[src/source/game_pkg.sv]
`default_nettype none

package game_pkg;

    // Canvas geometry in pixels
    localparam int canvas_w = 160;
    localparam int canvas_h = 120;

    // Square edge, also the move step
    localparam int sq_size = 4;

    // Square position after reset
    localparam int start_x = 76;
    localparam int start_y = 56;

    typedef logic [7:0] x_t;
    typedef logic [6:0] y_t;

    // 4 bits per channel, red in the top nibble
    typedef logic [11:0] color_t;

    localparam color_t bg_color     = 12'h000;
    localparam color_t player_color = 12'hf00;

    typedef logic [7:0] scan_t;

    // Set 2 scan codes for the movement keys
    localparam scan_t sc_w     = 8'h1d;
    localparam scan_t sc_a     = 8'h1c;
    localparam scan_t sc_s     = 8'h1b;
    localparam scan_t sc_d     = 8'h23;
    localparam scan_t sc_break = 8'hf0;

    typedef enum logic [2:0] {
        dir_none,
        dir_up,
        dir_down,
        dir_left,
        dir_right
    } dir_e;

    typedef enum logic {
        cmd_erase,
        cmd_draw
    } cmd_kind_e;

    // x and y give the top-left corner of the square
    typedef struct packed {
        cmd_kind_e kind;
        x_t        x;
        y_t        y;
    } rect_cmd_t;

    typedef struct packed {
        x_t     x;
        y_t     y;
        color_t color;
    } pixel_t;

    typedef enum logic [1:0] {
        st_init,
        st_idle,
        st_erase,
        st_draw
    } fsm_state_e;

    typedef enum logic {
        plot_idle,
        plot_busy
    } plot_state_e;

endpackage

`default_nettype wire

[src/source/frame_timer.sv]
`timescale 1ns/10ps
`default_nettype none

module frame_timer #(
    parameter int TICK_CYCLES = 833333
) (
    input  wire logic CLOCK_50,
    input  wire logic rst_n,
    output logic      tick
);

    localparam int cnt_w = $clog2(TICK_CYCLES + 1);

    logic [cnt_w-1:0] cnt;

    always_ff @(posedge CLOCK_50 or negedge rst_n) begin
        if (!rst_n) begin
            cnt  <= '0;
            tick <= 1'b0;
        end else if (cnt == cnt_w'(TICK_CYCLES - 1)) begin
            cnt  <= '0;
            tick <= 1'b1;
        end else begin
            cnt  <= cnt + 1'b1;
            tick <= 1'b0;
        end
    end

endmodule

`default_nettype wire

[src/source/game_fsm.sv]
`timescale 1ns/10ps
`default_nettype none

module game_fsm import game_pkg::*; (
    input  wire logic CLOCK_50,
    input  wire logic rst_n,
    input  wire dir_e held_dir,
    input  wire logic tick,
    output logic      cmd_valid,
    output rect_cmd_t cmd,
    input  wire logic cmd_ready
);

    fsm_state_e state;
    x_t         pos_x;
    y_t         pos_y;
    x_t         nxt_x;
    y_t         nxt_y;
    x_t         step_x;
    y_t         step_y;
    logic       cmd_fire;

    assign cmd_fire = cmd_valid && cmd_ready;

    // One square step in the held direction, wrapping at the canvas edges
    always_comb begin
        step_x = pos_x;
        step_y = pos_y;
        case (held_dir)
            dir_up: begin
                step_y = (pos_y == '0) ? y_t'(canvas_h - sq_size)
                                       : pos_y - y_t'(sq_size);
            end
            dir_down: begin
                step_y = (pos_y == y_t'(canvas_h - sq_size)) ? '0
                                                             : pos_y + y_t'(sq_size);
            end
            dir_left: begin
                step_x = (pos_x == '0) ? x_t'(canvas_w - sq_size)
                                       : pos_x - x_t'(sq_size);
            end
            dir_right: begin
                step_x = (pos_x == x_t'(canvas_w - sq_size)) ? '0
                                                             : pos_x + x_t'(sq_size);
            end
            default: ;
        endcase
    end

    always_ff @(posedge CLOCK_50 or negedge rst_n) begin
        if (!rst_n) begin
            state <= st_init;
            pos_x <= x_t'(start_x);
            pos_y <= y_t'(start_y);
        end else begin
            case (state)
                st_init: if (cmd_fire) state <= st_idle;
                st_idle: if (tick && held_dir != dir_none) state <= st_erase;
                st_erase: begin
                    // Old square is gone once the erase is taken
                    if (cmd_fire) begin
                        state <= st_draw;
                        pos_x <= nxt_x;
                        pos_y <= nxt_y;
                    end
                end
                st_draw: if (cmd_fire) state <= st_idle;
                default: state <= st_idle;
            endcase
        end
    end

    always_ff @(posedge CLOCK_50) begin
        if (state == st_idle && tick) begin
            nxt_x <= step_x;
            nxt_y <= step_y;
        end
    end

    // Command fields only move on a transfer, so they hold while stalled
    always_comb begin
        cmd_valid = (state != st_idle);
        cmd.kind  = (state == st_erase) ? cmd_erase : cmd_draw;
        cmd.x     = pos_x;
        cmd.y     = pos_y;
    end

endmodule

`default_nettype wire

[src/source/game_top.sv]
`timescale 1ns/10ps
`default_nettype none

module game_top import game_pkg::*; #(
    parameter int TICK_CYCLES     = 833333,
    parameter int PS2_SYNC_STAGES = 2
) (
    input  wire logic CLOCK_50,
    input  wire logic rst_n,
    input  wire logic PS2_CLK,
    input  wire logic PS2_DAT,
    output logic      pix_valid,
    output pixel_t    pix,
    input  wire logic pix_ready
);

    logic      key_valid;
    scan_t     key_code;
    dir_e      held_dir;
    logic      tick;
    logic      cmd_valid;
    rect_cmd_t cmd;
    logic      cmd_ready;

    // Keyboard path
    ps2_receiver #(
        .PS2_SYNC_STAGES(PS2_SYNC_STAGES)
    ) rx_i (
        .CLOCK_50 (CLOCK_50),
        .rst_n    (rst_n),
        .PS2_CLK  (PS2_CLK),
        .PS2_DAT  (PS2_DAT),
        .key_valid(key_valid),
        .key_code (key_code)
    );

    key_tracker tracker_i (
        .CLOCK_50 (CLOCK_50),
        .rst_n    (rst_n),
        .key_valid(key_valid),
        .key_code (key_code),
        .held_dir (held_dir)
    );

    frame_timer #(
        .TICK_CYCLES(TICK_CYCLES)
    ) timer_i (
        .CLOCK_50(CLOCK_50),
        .rst_n   (rst_n),
        .tick    (tick)
    );

    game_fsm fsm_i (
        .CLOCK_50 (CLOCK_50),
        .rst_n    (rst_n),
        .held_dir (held_dir),
        .tick     (tick),
        .cmd_valid(cmd_valid),
        .cmd      (cmd),
        .cmd_ready(cmd_ready)
    );

    // Pixel stream goes straight out to the sink
    rect_plotter plotter_i (
        .CLOCK_50 (CLOCK_50),
        .rst_n    (rst_n),
        .cmd_valid(cmd_valid),
        .cmd      (cmd),
        .cmd_ready(cmd_ready),
        .pix_valid(pix_valid),
        .pix      (pix),
        .pix_ready(pix_ready)
    );

endmodule

`default_nettype wire

[src/source/key_tracker.sv]
`timescale 1ns/10ps
`default_nettype none

module key_tracker import game_pkg::*; (
    input  wire logic  CLOCK_50,
    input  wire logic  rst_n,
    input  wire logic  key_valid,
    input  wire scan_t key_code,
    output dir_e       held_dir
);

    logic break_pending;
    dir_e code_dir;

    function automatic dir_e code_to_dir(scan_t code);
        dir_e d;
        case (code)
            sc_w:    d = dir_up;
            sc_s:    d = dir_down;
            sc_a:    d = dir_left;
            sc_d:    d = dir_right;
            default: d = dir_none;
        endcase
        return d;
    endfunction

    assign code_dir = code_to_dir(key_code);

    always_ff @(posedge CLOCK_50 or negedge rst_n) begin
        if (!rst_n) begin
            break_pending <= 1'b0;
            held_dir      <= dir_none;
        end else if (key_valid) begin
            if (key_code == sc_break) begin
                break_pending <= 1'b1;
            end else if (break_pending) begin
                break_pending <= 1'b0;
                // Release of some other key leaves the held one alone
                if (code_dir != dir_none && code_dir == held_dir) begin
                    held_dir <= dir_none;
                end
            end else if (code_dir != dir_none) begin
                // Typematic repeats land here with the same direction
                held_dir <= code_dir;
            end
        end
    end

endmodule

`default_nettype wire

[src/source/ps2_receiver.sv]
`timescale 1ns/10ps
`default_nettype none

module ps2_receiver import game_pkg::*; #(
    parameter int PS2_SYNC_STAGES = 2
) (
    input  wire logic CLOCK_50,
    input  wire logic rst_n,
    input  wire logic PS2_CLK,
    input  wire logic PS2_DAT,
    output logic      key_valid,
    output scan_t     key_code
);

    // Top bit of the clock pipe is the previous synchronised value
    logic [PS2_SYNC_STAGES:0]   clk_pipe;
    logic [PS2_SYNC_STAGES-1:0] dat_pipe;
    logic                       clk_fall;
    logic [10:0]                frame;
    logic [3:0]                 bit_cnt;
    logic                       frame_done;
    logic                       frame_ok;

    assign clk_fall = clk_pipe[PS2_SYNC_STAGES] && !clk_pipe[PS2_SYNC_STAGES-1];

    // Start low, stop high, odd parity over data and parity bit
    assign frame_ok = !frame[0] && frame[10] && (^frame[9:1]);

    // Both lines idle high
    always_ff @(posedge CLOCK_50 or negedge rst_n) begin
        if (!rst_n) begin
            clk_pipe <= '1;
            dat_pipe <= '1;
        end else begin
            clk_pipe <= {clk_pipe[PS2_SYNC_STAGES-1:0], PS2_CLK};
            dat_pipe <= {dat_pipe[PS2_SYNC_STAGES-2:0], PS2_DAT};
        end
    end

    // Bits arrive LSB first, so shift in from the top
    always_ff @(posedge CLOCK_50) begin
        if (clk_fall) begin
            frame <= {dat_pipe[PS2_SYNC_STAGES-1], frame[10:1]};
        end
    end

    always_ff @(posedge CLOCK_50 or negedge rst_n) begin
        if (!rst_n) begin
            bit_cnt    <= '0;
            frame_done <= 1'b0;
            key_valid  <= 1'b0;
        end else begin
            frame_done <= clk_fall && (bit_cnt == 4'd10);
            key_valid  <= frame_done && frame_ok;
            if (clk_fall) begin
                if (bit_cnt == 4'd10) begin
                    bit_cnt <= '0;
                end else begin
                    bit_cnt <= bit_cnt + 4'd1;
                end
            end
        end
    end

    // Code is held next to the strobe
    always_ff @(posedge CLOCK_50) begin
        if (frame_done) begin
            key_code <= frame[8:1];
        end
    end

endmodule

`default_nettype wire

[src/source/rect_plotter.sv]
`timescale 1ns/10ps
`default_nettype none

module rect_plotter import game_pkg::*; (
    input  wire logic      CLOCK_50,
    input  wire logic      rst_n,
    input  wire logic      cmd_valid,
    input  wire rect_cmd_t cmd,
    output logic           cmd_ready,
    output logic           pix_valid,
    output pixel_t         pix,
    input  wire logic      pix_ready
);

    localparam logic [1:0] last_off = 2'(sq_size - 1);

    plot_state_e state;
    cmd_kind_e   kind;
    x_t          base_x;
    y_t          base_y;
    logic [1:0]  col;
    logic [1:0]  row;
    logic        beat;

    assign cmd_ready = (state == plot_idle);
    assign pix_valid = (state == plot_busy);
    assign beat      = pix_valid && pix_ready;

    always_comb begin
        pix.x     = base_x + x_t'(col);
        pix.y     = base_y + y_t'(row);
        pix.color = (kind == cmd_draw) ? player_color : bg_color;
    end

    always_ff @(posedge CLOCK_50 or negedge rst_n) begin
        if (!rst_n) begin
            state <= plot_idle;
            col   <= '0;
            row   <= '0;
        end else if (state == plot_idle) begin
            if (cmd_valid) begin
                state <= plot_busy;
                col   <= '0;
                row   <= '0;
            end
        end else if (beat) begin
            // Row-major walk, column offset moves first
            col <= col + 2'd1;
            if (col == last_off) begin
                row <= row + 2'd1;
                if (row == last_off) begin
                    state <= plot_idle;
                end
            end
        end
    end

    always_ff @(posedge CLOCK_50) begin
        if (cmd_valid && cmd_ready) begin
            kind   <= cmd.kind;
            base_x <= cmd.x;
            base_y <= cmd.y;
        end
    end

endmodule

`default_nettype wire

[config.mk]
export PLATFORM = sky130hd
export DESIGN_NAME = game_top
export DESIGN_NICKNAME = d
export VERILOG_FILES = /design/src/source/game_pkg.sv /design/src/source/frame_timer.sv /design/src/source/game_fsm.sv /design/src/source/game_top.sv /design/src/source/key_tracker.sv /design/src/source/ps2_receiver.sv /design/src/source/rect_plotter.sv
export SDC_FILE = /design/constraint.sdc
export NUM_CORES = 1
export LEC_CHECK = 0
export BUFFER_PORTS_ARGS = -buffer_cell sky130_fd_sc_hd__buf_4
export CORE_ASPECT_RATIO = 1.2
export CORE_MARGIN = 2
export CORE_UTILIZATION = 61
export CTS_CLUSTER_DIAMETER = 200
export DETAILED_ROUTE_END_ITERATION = 10
export PLACE_DENSITY = 0.84
export SYNTH_ARGS = -nofsm -noshare
export SYNTH_HDL_FRONTEND = slang
export SYNTH_SLANG_ARGS = --single-unit
[constraint.sdc]
create_clock -name CLOCK_50 -period 2.3 [get_ports CLOCK_50]
set_input_delay 0.23 -clock CLOCK_50 [delete_from_list [all_inputs] [get_ports CLOCK_50]]
set_output_delay 0.23 -clock CLOCK_50 [all_outputs]
set_load 0.01 [all_outputs]
==> impl_metrics.csv, run 1 <==
group,metric,value,unit
clock_tree,cts_tree,"done",
routing,antenna_nets_post_route,0,
yosys,synth_ff_type,"sky130_fd_sc_hd__edfxtp_1",
yosys,synth_cell_types,62,
sta,timing.slew.headroom,0.519,
worst_hold_path,worstHoldPathCells,3,
routing,detailroute.via_count,3479,
clock_tree,clk_pin_slew,100,ps
yosys,synth_top_area_cell,"sky130_fd_sc_hd__edfxtp_1",
routing,drcViolationCount,0,
sta,worst_pin_slew,722,ps
yosys,yosysSeqAreaShare,0.560,
floorplanning,die_width,89.0,um
grt,grt_start_max_net_pins,59,
yosys,synthesis_stage_register_bit_count,108,
placed_design,buffer_ports.inserted,24,
clock_tree,cts-root-to-sink-buffers,2,
routing,dr.pass1.iters,5,
sta,fmax,0.461,GHz
yosys,synth_area,5290,sq um
sta,finalSetupTns,0,ps
cells_and_area,synthToLayoutAreaGrowth,9.88,%
placed_design,detailedPlacementHpwl,6380,um
floorplanning,std_cell_rows,37,
floorplanning,design.core.area,8520,sq um
sta,min_period,2170,ps
cells_and_area,fillerInstances,642,
yosys,synth_enable_flop_cells,50,
worst_setup_path,worstRegToRegCells,7,
worst_setup_path,worst-path-max-fanout,2,
floorplanning,die_area,9440,sq um
cells_and_area,antenna_cells,0,
routing,vias_per_cell,5.70,
yosys,synth.yosys.warnings,0,
placed_design,gp_congestion,0.874,
power_and_ir_drop,power.density_cell_area,779,nW/um^2
floorplanning,io_pins,33,
cells_and_area,drive_above_1_share,0.174,
power_and_ir_drop,leakage,2.34,nW
routing,drt-wirelength-per-cell,14.8,um
outcome,outcome,"completed",
routing,drtIter0Drc,185,
yosys,post_synth_inst_count,458,
cells_and_area,fin_nets,512,
sta,fin_crit_sh,0.943,
worst_setup_path,critical_path.endpoint_type,"primary output",
sta,setup_violations,0,
grt,grt_antenna_before_repair,0,
yosys,postSynth.asyncResetShare,0.537,
sta,setup_repair_after_global_routing_missed_its_margin,"no",
grt,grt_pass1_wl,14900,um
clock_tree,clock_latency,390,ps
worst_setup_path,crit_arrival,1940,ps
floorplanning,die_outline_height,106,um
clock_tree,cts_buffers,9,
yosys,synth.top_cells.by_area,"sky130_fd_sc_hd__edfxtp_1, sky130_fd_sc_hd__dfrtp_1, sky130_fd_sc_hd__dfstp_2, sky130_fd_sc_hd__xnor2_1, sky130_fd_sc_hd__ha_1",
worst_hold_path,hp-class,"in -> reg",
cells_and_area,multi_input_comb_area,2130,sq um
grt,first_global_vias,3363,
grt,grt_remaining_overflow,0,
grt,grt_util_all_layers,0.206,
routing,wirelength,9030,um
job,cap_violations,0,
clock_tree,root_buffer,"sky130_fd_sc_hd__clkbuf_8",
worst_setup_path,critPathLaunchType,"register",
yosys,ys_top_cells_by_count,"sky130_fd_sc_hd__edfxtp_1, sky130_fd_sc_hd__dfrtp_1, sky130_fd_sc_hd__nand2_1, sky130_fd_sc_hd__nor2_1, sky130_fd_sc_hd__xnor2_1",
yosys,synthMostInstantiatedCell,"sky130_fd_sc_hd__edfxtp_1",
yosys,syn_avg_cell_area,11.6,sq um
sta,final-max-slew-violation-count,0,
sta,hold_viol_final,0,
sta,clock_skew,12.7,ps
clock_tree,cts_sinks,108,
worst_setup_path,path_class,"reg -> out",
clock_tree,cts_htree_levels,3,
cells_and_area,postLayoutCoreUtil,0.683,
cells_and_area,final-seq-area,2970,sq um
floorplanning,start_util,0.621,
power_and_ir_drop,vdd_drop_max,0.000442,V
yosys,synth_top_cell_area_share,0.284,
worst_setup_path,worst_ep_required_time,2070,ps
[report_power, final]
| part | switching [mW] | internal [mW] |
|---|---|---|
| logic | 0.535 | 0.540 |
| registers | 0.167 | 2.20 |
| clock network | 0.627 | 0.462 |
[sequential cells by signal, indices dropped and copies added, names as in the netlist, 2 cells and up]
signal,flops
plotter_i.base_y,7
tracker_i.held_dir,3
fsm_i.pos_y,7
plotter_i.col,2
fsm_i.nxt_y,7
plotter_i.base_x,8
rx_i.key_code,8
fsm_i.nxt_x,8
rx_i.dat_pipe,2
fsm_i.pos_x,8
timer_i.cnt,20
fsm_i.state,2
rx_i.frame,11
rx_i.bit_cnt,4
plotter_i.row,2
rx_i.clk_pipe,3
[stage by stage]
step / hold slack (ps) / area (sq um) / std cells / setup slack, ps / power [mW]
floorplan: -65.6 / 5320 / 465 / 391 / 3.08
global placement: 338 / 5560 / 588 / 252 / 3.37
detailed placement: 335 / 5560 / 588 / 182 / 3.42
CTS: 129 / 5790 / 609 / 41.9 / 4.53
global route: 151 / 5820 / 610 / 7.36 / 4.78
finish: 128 / 5820 / 610 / 131 / 4.53
[what timing repair did]
action	4_1_cts	5_1_grt
setup buffers	2	1
gates resized for setup	0	6
pin swaps	0	2
hold buffers	3	0
hold endpoints to repair	49	0
endpoints found under the setup margin	2	5
[logic make-up after synthesis]
| logic type | Yosys count | synth area share |
|---|---|---|
| multiplexers | 14 | 0.0293 |
| adder cells (fa/ha/maj) | 19 | 0.0477 |
| buffers and inverters | 50 | 0.0456 |
| XOR/XNOR | 45 | 0.0744 |
| AND/OR/NAND/NOR | 156 | 0.157 |
| flip-flops | 108 | 0.560 |
| other | 1 | 0.000708 |
| AO/OA/AOI/OAI | 65 | 0.0844 |
[cells in the final DEF (no fill, tap or decap), types with 3 or more instances in the layout]
master and instances:
sky130_fd_sc_hd__o22ai_1 3, sky130_fd_sc_hd__xor2_1 16, sky130_fd_sc_hd__nand2b_1 4, sky130_fd_sc_hd__nor2_1 35, sky130_fd_sc_hd__dlygate4sd3_1 3, sky130_fd_sc_hd__nand3b_1 4, sky130_fd_sc_hd__and2_1 5, sky130_fd_sc_hd__nor3_1 11
sky130_fd_sc_hd__nand4_1 9, sky130_fd_sc_hd__and3_1 5, sky130_fd_sc_hd__mux2_2 12, sky130_fd_sc_hd__a21oi_1 10, sky130_fd_sc_hd__or3b_1 3, sky130_fd_sc_hd__dfstp_2 11, sky130_fd_sc_hd__a221oi_1 3, sky130_fd_sc_hd__a31oi_1 3
sky130_fd_sc_hd__edfxtp_1 50, sky130_fd_sc_hd__xnor2_1 29, sky130_fd_sc_hd__inv_1 24, sky130_fd_sc_hd__conb_1 8, sky130_fd_sc_hd__nand2_1 38, sky130_fd_sc_hd__and4_1 3, sky130_fd_sc_hd__o21ai_0 18, sky130_fd_sc_hd__ha_1 17
sky130_fd_sc_hd__a21o_1 4, sky130_fd_sc_hd__nor2b_1 5, sky130_fd_sc_hd__nand3_1 15, sky130_fd_sc_hd__nor3b_1 3, sky130_fd_sc_hd__buf_4 35, sky130_fd_sc_hd__dfrtp_1 47, sky130_fd_sc_hd__clkbuf_8 9
[worst max-delay path: stages, from the launching register on]
cell,delay (ps)
sky130_fd_sc_hd__dfrtp_1,370
sky130_fd_sc_hd__ha_1,170
sky130_fd_sc_hd__inv_1,50
sky130_fd_sc_hd__fa_2,350
sky130_fd_sc_hd__nor2_2,140
sky130_fd_sc_hd__nand4_1,120
sky130_fd_sc_hd__xnor2_1,190
sky130_fd_sc_hd__buf_4,140
[routing by layer]
| metal | share of wire | GRT usage | up-vias |
|---|---|---|---|
| met3 | 0.030 | 0.0287 | 18 |
| met4 | 0.026 | 0.106 | 0 |
| li1 | - | - | 1666 |
| met5 | 0 | 0 | - |
| met1 | 0.41 | 0.236 | 1727 |
| met2 | 0.54 | 0.366 | 68 |
[layout make-up]
cell class / count / area share
inverter: 24 / 0.0155
clock buffer: 11 / 0.0262
tap: 117 / 0.0252
multi-input combinational: 307 / 0.367
timing repair buffer: 38 / 0.0503
clock inverter: 5 / 0.00602
sequential: 108 / 0.510
[final timing paths]
| path | start | to | slack (ps) |
|---|---|---|---|
| max | plotter_i.row[0] | pix[18] | 130 |
| min | pix_ready | plotter_i.col[1] | 130 |
| max reg2reg | fsm_i.pos_y[3] | fsm_i.nxt_y[5] | 300 |
| min reg2reg | rx_i.clk_pipe[0] | rx_i.clk_pipe[1] | 360 |
| max in group asynchronous | rst_n | rx_i.bit_cnt[1] | 1380 |
| min in group asynchronous | rst_n | plotter_i.pix_valid | 440 |
Power figures use the tool's default switching activity.
==> run 2, diff against run 1 <==
ABC_AREA = 1   (was not set)
==> run 2 against run 1 <==
Via count rose by 5.1%. Power up 13%. Sequential cell count unchanged. Routed wire length rose by 1.6%. Area after synthesis increased by 2.0%. Critical path depth is the same. Final cell count increased by 13%.
==> impl_metrics.csv, run 2 <==
group,metric,value,unit
clock_tree,clock_latency,370,ps
sta,fmax,0.448,GHz
sta,clock_skew,12.0,ps
worst_setup_path,critical_path.endpoint_type,"primary output",
sta,worst_pin_slew,733,ps
yosys,synth_cell_types,41,
grt,grt_pass1_wl,15700,um
cells_and_area,drive_above_1_share,0.176,
cells_and_area,fin_nets,594,
worst_hold_path,hp-class,"in -> reg",
cells_and_area,stdcell_count,692,
routing,dr.pass1.iters,5,
worst_setup_path,crit_path_end,"pix[18]",
clock_tree,cts_buffers,9,
worst_setup_path,slowest_delay,420,ps
routing,detailroute.via_count,3655,
worst_setup_path,worst-path-max-fanout,2,
worst_setup_path,regToRegSetupSlack,530,ps
clock_tree,cts_sinks,108,
yosys,syn_avg_cell_area,9.94,sq um
floorplanning,io_pins,33,
worst_setup_path,worstRegToRegCells,8,
floorplanning,std_cell_rows,37,
power_and_ir_drop,switching_share,0.325,
cells_and_area,multi_input_comb_area,2060,sq um
routing,wire_length_on_met1,3720,um
cells_and_area,antenna_cells,0,
yosys,synth_enable_flop_cells,50,
grt,grt_start_max_net_pins,59,
yosys,postSynth.asyncResetShare,0.537,
yosys,synthMostInstantiatedCell,"sky130_fd_sc_hd__nand2_1",
clock_tree,cts-root-to-sink-buffers,2,
grt,first_global_vias,3563,
routing,wirelength,9170,um
yosys,synthesis_stage_register_bit_count,108,
yosys,synth_top_area_cell,"sky130_fd_sc_hd__edfxtp_1",
power_and_ir_drop,switchingPower,1.67,mW
yosys,synth.yosys.warnings,0,
cells_and_area,mostFrequentLayoutCell,"sky130_fd_sc_hd__nand2_1",
grt,grt_remaining_overflow,0,
routing,drt-wirelength-per-cell,13.3,um
clock_tree,root_buffer,"sky130_fd_sc_hd__clkbuf_8",
yosys,yosysSeqAreaShare,0.550,
sta,fin_crit_sh,0.970,
sta,timing.slew.headroom,0.511,
floorplanning,die_area,9620,sq um
cells_and_area,fillerInstances,640,
power_and_ir_drop,clock_power_share,0.234,
yosys,ys_top_cells_by_count,"sky130_fd_sc_hd__nand2_1, sky130_fd_sc_hd__inv_1, sky130_fd_sc_hd__nor2_1, sky130_fd_sc_hd__edfxtp_1, sky130_fd_sc_hd__dfrtp_1",
worst_setup_path,path_class,"reg -> out",
cells_and_area,largest_register_ffs,20,
cells_and_area,mostFrequentLayoutCells,"sky130_fd_sc_hd__nand2_1, sky130_fd_sc_hd__inv_1, sky130_fd_sc_hd__nor2_1, sky130_fd_sc_hd__edfxtp_1, sky130_fd_sc_hd__dfrtp_1",
cells_and_area,top_regs,"timer_i.cnt: 20 flops, rx_i.frame: 11 flops",
sta,hold_viol_final,0,
worst_setup_path,critPathLaunchType,"register",
worst_setup_path,worst_path_max_delay_cell,"sky130_fd_sc_hd__fa_1",
placed_design,cell_count_after_placement,672,
routing,vias_per_cell,5.28,
yosys,synth_ff_type,"sky130_fd_sc_hd__edfxtp_1",
yosys,synth_area,5400,sq um
outcome,outcome,"completed",
worst_setup_path,worst_ep_required_time,2070,ps
power_and_ir_drop,power.share.combinational,0.273,
floorplanning,die_outline_height,107,um
grt,grt_util_all_layers,0.203,
sta,setup_violations,0,
job,cap_violations,0,
placed_design,buffer_ports.inserted,24,
routing,met2WireLength,4840,um
sta,final-max-slew-violation-count,0,
yosys,synth.top_cells.by_area,"sky130_fd_sc_hd__edfxtp_1, sky130_fd_sc_hd__dfrtp_1, sky130_fd_sc_hd__nand2_1, sky130_fd_sc_hd__dfstp_2, sky130_fd_sc_hd__inv_1",
power_and_ir_drop,power_report.internal_total,3.47,mW
floorplanning,die_width,89.9,um
cells_and_area,synthToLayoutAreaGrowth,9.27,%
power_and_ir_drop,vdd_drop_max,0.000486,V
clock_tree,cts_tree,"done",
power_and_ir_drop,power.density_cell_area,872,nW/um^2
routing,highest_layer,"met4",
routing,antenna_nets_post_route,0,
yosys,post_synth_inst_count,543,
power_and_ir_drop,pwr-share-seq,0.493,
routing,drtIter0Drc,239,
worst_setup_path,cp_cell_sequence,"ha_1 -> inv_1 -> fa_1 -> nor2_2 -> nand3_1 -> xnor2_1 -> buf_4",
cells_and_area,largest_register,"timer_i.cnt",
placed_design,detailedPlacementHpwl,6410,um
power_and_ir_drop,leakage,2.66,nW
worst_setup_path,crit_arrival,2000,ps
floorplanning,design.core.area,8610,sq um
grt,grt_antenna_before_repair,0,
sta,min_period,2230,ps
clock_tree,clk_pin_slew,90,ps
routing,met3_length,416,um
floorplanning,start_util,0.627,
clock_tree,cts_htree_levels,3,
cells_and_area,final-seq-area,2970,sq um
worst_setup_path,timing.rr.start,"fsm_i.pos_x[2]",
placed_design,gp_congestion,0.899,
cells_and_area,postLayoutCoreUtil,0.685,
routing,drcViolationCount,0,
worst_setup_path,r2r-end,"fsm_i.nxt_x[4]",
worst_setup_path,startpoint,"plotter_i.row[0]",
yosys,synth_top_cell_area_share,0.278,
run 2: changes by cell type after synthesis, sizes merged, moves of 6 or more:
cell	previous run	this run
nor2b	6	0
nor2	36	68
inv	24	74
xor2	16	25
a21oi	11	20
nand3	15	24
xnor2	29	14
nand2	38	105
run 2: worst min-delay path by stage:
stage | start | end | cells past startpoint
floorplan | rst_n | fsm_i.pos_x[0] | 0
global placement | rst_n | fsm_i.pos_y[2] | 1
detailed placement | rst_n | fsm_i.pos_y[2] | 1
CTS | pix_ready | plotter_i.col[0] | 3
global route | pix_ready | plotter_i.col[0] | 3
finish | pix_ready | plotter_i.col[0] | 3
run 2: power by group through the flow:
stage	clock (mW)	combinational (mW)	sequential (mW)
2_1_floorplan	0	1.00	2.50
4_1_cts	1.23	1.37	2.54
5_1_grt	1.30	1.57	2.57
3_3_place_gp	0	1.25	2.56
6_report	1.20	1.40	2.54
3_5_place_dp	0	1.33	2.58
run 2: kinds of logic (layout without fill, tap and decap cells):
kind of cell | after synthesis | count (layout) | synth area share
compound gates | 50 | 50 | 0.0542
xor+xnor | 39 | 39 | 0.0633
fa+ha+maj | 19 | 19 | 0.0468
buf+inv | 95 | 120 | 0.0756
flops | 108 | 108 | 0.550
mux | 7 | 7 | 0.0146
other cells | 1 | 8 | 0.000695
simple gates | 224 | 224 | 0.195
run 2: final cells by class:
class | count | area share
Clock inverter | 4 | 0.00912
Timing Repair Buffer | 30 | 0.0395
Clock buffer | 12 | 0.0265
Multi-Input combinational cell | 347 | 0.350
Tap cell | 117 | 0.0248
Inverter | 74 | 0.0475
Sequential cell | 108 | 0.503
run 2: metrics by stage:
stage	hold WS, ps	setup slack (ps)	power, mW	setup TNS (ps)	instance area [sq um]
final	162	68.3	5.14	0	5900
after global routing	174	-17.7	5.44	-17.7	5900
after CTS	151	1.11	5.13	0	5880
after detailed placement	338	410	3.91	0	5640
after global placement	337	490	3.81	0	5640
after floorplan	-65.6	294	3.50	0	5420
run 2: worst max-delay path, delay by kind of cell, from the launching register on:
kind	cells	cell delay (ps)
buffers and inverters	2	210
DFF	1	380
and+or+nand+nor	2	290
adders and majority gates	2	620
xor gates and xnor gates	1	150
run 2: metal layers:
metal,up-vias,GRT usage
met2,96,0.370
li1,1795,-
met5,-,0
met1,1746,0.231
met3,18,0.0379
met4,0,0.101
run 2: timing repair:
item,CTS,global route
endpoints found under the hold margin,49,0
buffers inserted,0,1
hold buffers,3,0
setup endpoints to repair,0,3
gates resized for setup,0,5
==> run 3, diff against run 2 <==
MAX_ROUTING_LAYER = met4   (was not set)
==> run 3 against run 2 <==
Clock power shrank 6%. Routed wire length shrank 2.3%. Power shrank 0.50%. Combinational power grew 4%. Sequential cell count is the same. Core utilization grew 0.47 points. First-iteration DRC count shrank 7.5%. Final cell count grew 0.72%. Worst setup slack gained 12 ps. Critical path depth is the same. Sequential share of layout area shrank 0.34 points. Critical path type unchanged.
==> impl_metrics.csv, run 3 (same netlist as run 2, synthesis figures left out) <==
group,metric,value,unit
power_and_ir_drop,vdd_drop_max,0.000487,V
sta,timing.slew.headroom,0.503,
power_and_ir_drop,totalPowerFinal,5.12,mW
cells_and_area,synthToLayoutAreaGrowth,10.0,%
grt,grt_remaining_overflow,0,
clock_tree,cts_htree_levels,3,
cells_and_area,mostFrequentLayoutCell,"sky130_fd_sc_hd__nand2_1",
grt,grt_start_max_net_pins,59,
floorplanning,io_pins,33,
worst_setup_path,critPathLaunchType,"register",
clock_tree,clock_latency,390,ps
cells_and_area,fin_nets,599,
sta,hold_viol_final,0,
routing,drtIter0Drc,221,
grt,first_global_vias,3640,
worst_setup_path,path_class,"reg -> out",
routing,dr.pass1.iters,4,
cells_and_area,mostFrequentLayoutCells,"sky130_fd_sc_hd__nand2_1, sky130_fd_sc_hd__inv_1, sky130_fd_sc_hd__nor2_1, sky130_fd_sc_hd__edfxtp_1, sky130_fd_sc_hd__dfrtp_1",
floorplanning,std_cell_rows,37,
power_and_ir_drop,power.density_cell_area,862,nW/um^2
routing,wirelength,8970,um
routing,vias_per_cell,5.20,
clock_tree,cts_sinks,108,
sta,setup_slack,80.7,ps
job,cap_violations,0,
floorplanning,die_area,9620,sq um
grt,grt_antenna_before_repair,0,
worst_setup_path,critical_path.endpoint_type,"primary output",
worst_setup_path,worstRegToRegCells,6,
clock_tree,cts_buffers,9,
power_and_ir_drop,leakage,2.68,nW
clock_tree,cts-root-to-sink-buffers,2,
sta,fmax,0.451,GHz
cells_and_area,largest_register,"timer_i.cnt",
routing,detailroute.via_count,3623,
sta,finalSetupTns,0,ps
worst_setup_path,crit_arrival,1990,ps
outcome,outcome,"completed",
sta,worst_pin_slew,745,ps
floorplanning,start_util,0.627,
cells_and_area,top_regs,"timer_i.cnt: 20 flops, rx_i.frame: 11 flops",
sta,setup_violations,0,
floorplanning,die_width,89.9,um
worst_hold_path,hp-class,"in -> reg",
floorplanning,design.core.area,8610,sq um
routing,drcViolationCount,0,
floorplanning,die_outline_height,107,um
placed_design,detailedPlacementHpwl,6270,um
grt,grt_util_all_layers,0.206,
routing,drt-wirelength-per-cell,12.9,um
sta,fin_crit_sh,0.965,
sta,min_period,2220,ps
sta,final-max-slew-violation-count,0,
placed_design,gp_congestion,0.904,
placed_design,worst_setup_slack_before_clock_tree_synthesis,357,ps
routing,antenna_nets_post_route,0,
worst_hold_path,worstHoldPathCells,3,
sta,clock_skew,15.2,ps
sta,setup_repair_after_global_routing_missed_its_margin,"yes",
clock_tree,root_buffer,"sky130_fd_sc_hd__clkbuf_8",
worst_setup_path,worst-path-max-fanout,3,
cells_and_area,drive_above_1_share,0.190,
clock_tree,clk_pin_slew,110,ps
placed_design,buffer_ports.inserted,24,
grt,grt_pass1_wl,15400,um
clock_tree,cts_tree,"done",
worst_setup_path,worst_ep_required_time,2070,ps
cells_and_area,largest_register_ffs,20,
cells_and_area,antenna_cells,0,
## run 3: cell count changes in the layout (fill, tap and decap cells not counted), sizes merged
cell    change
bufinv      -1
buf         +5
inv         +5
clkbuf      -3
clkinv      -1
## run 3: power breakdown
part | switching, mW | internal (mW)
clock network | 0.697 | 0.432
logic | 0.810 | 0.639
registers | 0.236 | 2.30
total | 1.74 | 3.37
## run 3: repair_timing
action	in CTS	in global routing
cloned	0	0
endpoints found under the hold margin	49	0
setup endpoints to repair	3	5
buffers inserted	0	6
resized for setup	3	5
hold buffers	3	0
pin swaps	0	4
## run 3: layout make-up
cell class / count / area [sq um]
Clock buffer: 9 / 124
Clock inverter: 7 / 68.8
Fill cell: 622 / 2670
Inverter: 74 / 280
Multi-Input combinational cell: 347 / 2080
Sequential cell: 108 / 2970
Tap cell: 117 / 146
Timing Repair Buffer: 35 / 270
## run 3: path summary, 6_finish.rpt
check / slack (ps) / from / endpoint
worst max-delay path: 80 / plotter_i.col[1] / pix[25]
worst min-delay path: 160 / pix_ready / plotter_i.col[0]
worst max register to register: 480 / fsm_i.pos_y[3] / fsm_i.nxt_y[6]
worst min register to register: 360 / rx_i.dat_pipe[0] / rx_i.dat_pipe[1]
max in group asynchronous: 1360 / rst_n / timer_i.cnt[2]
min in group asynchronous: 440 / rst_n / fsm_i.pos_y[2]
## run 3: metal layers
layer,part of all wire,global-route usage
met5,0,-
met4,0.026,0.113
met3,0.031,0.0281
met2,0.53,0.377
met1,0.42,0.215
## run 3: critical path, stage by stage (launching register included)
cell	delay, ps
sky130_fd_sc_hd__dfrtp_1	440
sky130_fd_sc_hd__buf_4	150
sky130_fd_sc_hd__inv_1	50
sky130_fd_sc_hd__fa_2	420
sky130_fd_sc_hd__nor2_4	130
sky130_fd_sc_hd__nand3_1	90
sky130_fd_sc_hd__xnor2_1	180
sky130_fd_sc_hd__buf_4	140
## run 3: metrics by stage
step | hold WS [ps] | area (sq um) | cells | util
2_1_floorplan | -65.6 | 5420 | 550 | -
3_3_place_gp | 336 | 5640 | 672 | 0.655
3_5_place_dp | 340 | 5640 | 672 | 0.655
4_1_cts | 120 | 5870 | 691 | 0.682
5_1_grt | 147 | 5940 | 697 | 0.690
6_report | 161 | 5940 | 697 | 0.690
